### src/cpu_pkg.sv
`default_nettype none

package cpu_pkg;

    localparam int MEM_DEPTH = 256;
    localparam int REG_COUNT = 8;

    typedef logic [31:0] word_t;
    typedef logic [7:0]  mem_addr_t;
    typedef logic [2:0]  reg_idx_t;
    typedef logic [15:0] imm_t;

    typedef enum logic [3:0] {
        OP_ADD   = 4'h0,
        OP_SUB   = 4'h1,
        OP_AND   = 4'h2,
        OP_OR    = 4'h3,
        OP_XOR   = 4'h4,
        OP_LDI   = 4'h5,
        OP_LDH   = 4'h6,
        OP_CMPEQ = 4'h7,
        OP_CMPLT = 4'h8,
        OP_BRF   = 4'h9,
        OP_LD    = 4'ha,
        OP_ST    = 4'hb,
        OP_HALT  = 4'hc
    } opcode_e;

    // For CMP, rd selects the flag. For BRF, ra selects the flag.
    typedef struct packed {
        opcode_e    opcode;
        reg_idx_t   rd;
        reg_idx_t   ra;
        reg_idx_t   rb;
        logic [2:0] spare;
        imm_t       imm;
    } instr_t;

    // Held by the requester until granted.
    typedef struct packed {
        logic      valid;
        logic      write;
        mem_addr_t addr;
        word_t     wdata;
    } mem_req_t;

    typedef enum logic [2:0] {
        IDLE,
        FETCH,
        EXECUTE,
        MEM_WAIT,
        HALTED
    } core_state_e;

endpackage

`default_nettype wire

### src/mem_arbiter.sv
`timescale 1ns/1ns
`default_nettype none

module mem_arbiter (
    input  wire                    clock,
    input  wire                    rst_n,
    input  wire cpu_pkg::mem_req_t host_req,
    output logic                   host_gnt,
    output logic                   host_rvalid,
    input  wire cpu_pkg::mem_req_t core_req,
    output logic                   core_gnt,
    output logic                   core_rvalid,
    output cpu_pkg::mem_req_t      mem_cmd
);

    logic rd_pending;
    logic rd_host;

    // Host always wins, the core waits while the host holds valid.
    assign host_gnt = host_req.valid;
    assign core_gnt = core_req.valid && !host_req.valid;
    assign mem_cmd  = host_req.valid ? host_req : core_req;

    assign host_rvalid = rd_pending && rd_host;
    assign core_rvalid = rd_pending && !rd_host;

    // Read data lags acceptance by one cycle, so remember who asked.
    always_ff @(posedge clock) begin
        if (!rst_n) begin
            rd_pending <= 1'b0;
            rd_host    <= 1'b0;
        end else begin
            rd_pending <= mem_cmd.valid && !mem_cmd.write;
            if (mem_cmd.valid) begin
                rd_host <= host_gnt;
            end
        end
    end

endmodule

`default_nettype wire

### config.mk
export PLATFORM = sky130hd
export DESIGN_NAME = mem_arbiter
export DESIGN_NICKNAME = d
export VERILOG_FILES = /design/src/cpu_pkg.sv /design/src/mem_arbiter.sv
export SDC_FILE = /design/constraint.sdc
export NUM_CORES = 1
export LEC_CHECK = 0
export BUFFER_PORTS_ARGS = -buffer_cell sky130_fd_sc_hd__clkbuf_2
export CORE_MARGIN = 3
export CORE_UTILIZATION = 26
export CTS_BUF_LIST = sky130_fd_sc_hd__clkbuf_8
export DETAILED_ROUTE_END_ITERATION = 8
export PLACE_DENSITY = 0.86
export REMOVE_ABC_BUFFERS = 1
export SYNTH_ARGS = -nofsm -noshare
export SYNTH_HDL_FRONTEND = slang
export SYNTH_SLANG_ARGS = --single-unit
### constraint.sdc
create_clock -name clock -period 0.8 [get_ports clock]
set_clock_uncertainty 0.15 [all_clocks]
set_input_delay 0.08 -clock clock [delete_from_list [all_inputs] [get_ports clock]]
set_output_delay 0.08 -clock clock [all_outputs]
set_load 0.05 [all_outputs]
# Yosys cells after proc, flatten, opt, wreduce, memory -nomap -nowiden
# Cells that the tools add are included.
[classes] reduce_logical=7 muxes=1
[op_table] operator="$mux W42" count=1
[op_table] operator="$logic_and A1 B1 Y1" count=4
[op_table] operator="$logic_not A1 Y1" count=3
[word_totals] wordCells=10 output_inout_bits=46 in_bits=86 ff_bits=2

# Longest topological paths before layout
[logic_depth] ltp_word=3 mapped_depth=4 depth_no_buf=2

# Worst setup path before layout
# OpenSTA, ideal clock, no wires.
[synth_timing] path_kind="input-to-output" start="in host_req[41] (netlist bit)" end="out core_gnt" required_ns=0.570 arrival_ns=1.059 cell_stages=3 setup_slack_ns=-0.489 cell_sequence="buf_6 buf_6 nor2b_1"
[synth_via] elab_chain_len=2
[synth_lines] item="start, declared" line="mem_arbiter.sv:7" text="input wire cpu_pkg::mem_req_t host_req,"
[synth_lines] item="$logic_not A1 Y1" line="mem_arbiter.sv:21" text="assign core_gnt = core_req.valid && !host_req.valid;"
[synth_lines] item="$logic_and A1 B1 Y1" line="mem_arbiter.sv:21"
[synth_lines] item="end, declared" line="mem_arbiter.sv:11" text="output logic core_gnt,"
# No other way between the ends.

==> flow_summary_export.csv <==
group,metric,value,unit
clocking,clockBufferDepth,2,
worst_setup_path,cp_slowest_stage_delay,0.30,ns
worst_setup_path,crit_type,"primary input to output pin",
global_route,antenna_found_initial,0,
sta,max_slew_margin,0.888,
sta,min_period,1.11,ns
worst_setup_path,cp_top_family,"buffers and inverters",
worst_setup_path,rr_endpoint,"rd_host",
yosys,ys_top_cells_by_area,"mux2_4 67%, mux2_2 8.7%, buf_12 7.7%",
run_status,failed_checks,"negative hold slack, negative setup slack",
worst_setup_path,cpMostUsedCell,"clkbuf_16",
worst_setup_path,worst-path-buf-inv,3,
yosys,ys_seq_area_frac,0.0513,
place,place_ws,-0.464,ns
route,firstDrtPassIters,4,
place,io_buffers,131,
clocking,clkSlewWorstSetupHoldPaths,0.03,ns
global_route,track_usage,0.187,
yosys,synth_common_cells,"35 x mux2_4, 6 x mux2_2, 3 x buf_12, 3 x nor2b_1",
worst_setup_path,critPathArrivalTime,0.88,ns
clocking,clk_latency,0.21,ns
cells_and_area,fin_cells,229,
yosys,syn_avg_cell_area,13.5,um^2
place,dpl_cell_area,1490,um^2
clocking,cts_buffers,3,
global_route,grt_max_degree,14,
place,place_hpwl,2.44,mm
worst_setup_path,crit_path_start_kind,"primary input",
yosys,synth_cells,58,
worst_setup_path,r2r_slack,-0.08,ns
floorplan,die_x,60.8,um
cells_and_area,area_growth,186,%
sta,hold_ws,-0.0299,ns
route,wl_per_cell,16.4,um
floorplan,pin_count,132,
worst_setup_path,crit_path_max_fanout,7,
route,num_vias,1041,
route,via_per_inst,4.55,
cells_and_area,utilization,0.796,
worst_setup_path,slowest_stage,"mux2_4",
sta,timing.fmax,904,MHz
cells_and_area,antenna_cells,0,
min_path,hp-start,"rst_n",
clocking,cts-root-buf,"clkbuf_8",
run,drv_cap,0,
min_path,hp-class,"primary input to register",
route,routed_wl,3.76,mm
yosys,ys_ff_latch,2,
sta,final-setup-viol-count,48,
sta,setup_slack,-0.306,ns
sta,timing.setup.tns,-13.24,ns
route,ant_nets,0,
floorplan,die_h,60.8,um
min_path,hold_depth,2,
sta,rsz0062_at_grt,"true",
global_route,gr-total-overflow,0,
clocking,numClockSinks,2,
sta,slew_violations,0,
yosys,async_flop_share,0,
sta,min_period_over_period,1.38,
cells_and_area,finalInstanceArea,2230,um^2
sta,worst_pin_slew,0.168,ns
worst_setup_path,worstSetupEndpointType,"output pin",
yosys,synth_most_common_cell,"mux2_4",
yosys,synth_edf_count,0,
place,dp.cells,220,
pwr,irDropWorstVdd,0.591,mV
floorplan,die-area,3700,um^2
yosys,synth_top_area_share,0.673,
yosys,synth_top_area_cell,"mux2_4",
floorplan,rows,19,
yosys,synth-main-ff-cell,"dfxtp_1",
run_status,outcome,"finished, violations left",
place,gp_congestion,0.698,
clocking,cts_htree_levels,1,
pwr,p_leak,1.24,nW
yosys,ys.warnings.count,0,
worst_setup_path,cp_cell_sequence,"clkbuf_16 > clkbuf_16 > mux2_4 > buf_8",
yosys,ys_types,13,
worst_setup_path,required,0.57,ns
floorplan,coreArea,2810,um^2
global_route,grt_pass1_vias,1174,
worst_setup_path,reg2reg_from,"rd_host",
route,drc,0,
yosys,synthesis.area,781,um^2
cells_and_area,drive_above_1_share,0.985,
clocking,cts_tree,"yes",
pwr,p_per_area,1130,nW/um^2
min_path,hold_end,"rd_host",
route,drt_iter0_drc,40,
floorplan,initial_core_util,0.278,
cells_and_area,final_nets,286,
worst_setup_path,worst-r2r-cell-count,2,
sta,hold_viol_final,1,
global_route,grt_pass1_wl,5.10,mm
## metal layers
metal	up-vias	share of wire	GRT usage
li1	496	-	-
met1	478	0.30	0.172
met2	65	0.61	0.395
met5	-	0	0
met3	2	0.091	0.0404
met4	0	0.0029	0.0557
## layout by cell type, fill, tap and decap left out
| cell | n |
|---|---|
| o21a_1 | 1 |
| nand2_1 | 1 |
| buf_4 | 3 |
| mux2_4 | 41 |
| buf_6 | 1 |
| clkbuf_2 | 84 |
| and2_4 | 1 |
| buf_12 | 4 |
| dfxtp_2 | 2 |
| nor2b_2 | 1 |
| nor2b_4 | 2 |
| clkbuf_16 | 5 |
| buf_8 | 42 |
| o31ai_4 | 1 |
| buf_16 | 4 |
| or2_4 | 1 |
| clkbuf_8 | 3 |
| nand3b_1 | 1 |
## final cells by class
cell class                 instances  area (um^2)
timing repair buffer             143         1400
sequential                         2         42.5
fill                             160          573
clock buffer                       3         41.3
multi-input combinational         50          709
tap                               31         38.8
## flip-flops by register name, indices dropped and copies added, names as in the netlist
register,flops
rd_host,1
rd_pending,1
## report_power, final
part / internal (mW) / switching, mW
clock: 0.319 / 0.0828
combinational: 1.01 / 0.987
sequential: 0.108 / 0.00522
total: 1.44 / 1.08
## metrics by stage
stage / total power [mW] / hold WS [ns]
detailed placement: 1.53 / 0.179
global route: 2.62 / -0.0187
CTS: 2.36 / -0.0481
global placement: 1.50 / 0.176
finish: 2.51 / -0.0299
floorplan: 1.04 / 0.0100
## how the worst max path moves through the flow
stage	from	endpoint	slack (ns)	cells after the start
2_1_floorplan	rd_pending	core_rvalid	-0.44	1
3_5_place_dp	host_req[41]	mem_cmd[15]	-0.46	4
5_1_grt	host_req[41]	mem_cmd[18]	-0.32	4
3_3_place_gp	host_req[41]	mem_cmd[11]	-0.44	4
6_report	host_req[41]	mem_cmd[30]	-0.31	4
4_1_cts	host_req[41]	mem_cmd[9]	-0.32	4
## kinds of logic (layout without fill, tap and decap cells)
family                 Yosys count  after routing  synth area share
multiplexers                    41             41             0.760
flip-flops                       2              2            0.0513
AND/OR/NAND/NOR                  7              7            0.0545
buffers and inverters            6            146             0.115
AO/OA/AOI/OAI                    2              2            0.0192
## what timing repair did
action / CTS / global route
cloned: 4 / 1
setup endpoints to repair: 48 / 48
endpoints found under the hold margin: 1 / 1
gates resized for setup: 111 / 48
setup buffers: 1 / 0
pin swaps: 0 / 2
No activity file was read; power rests on OpenSTA's default activity.
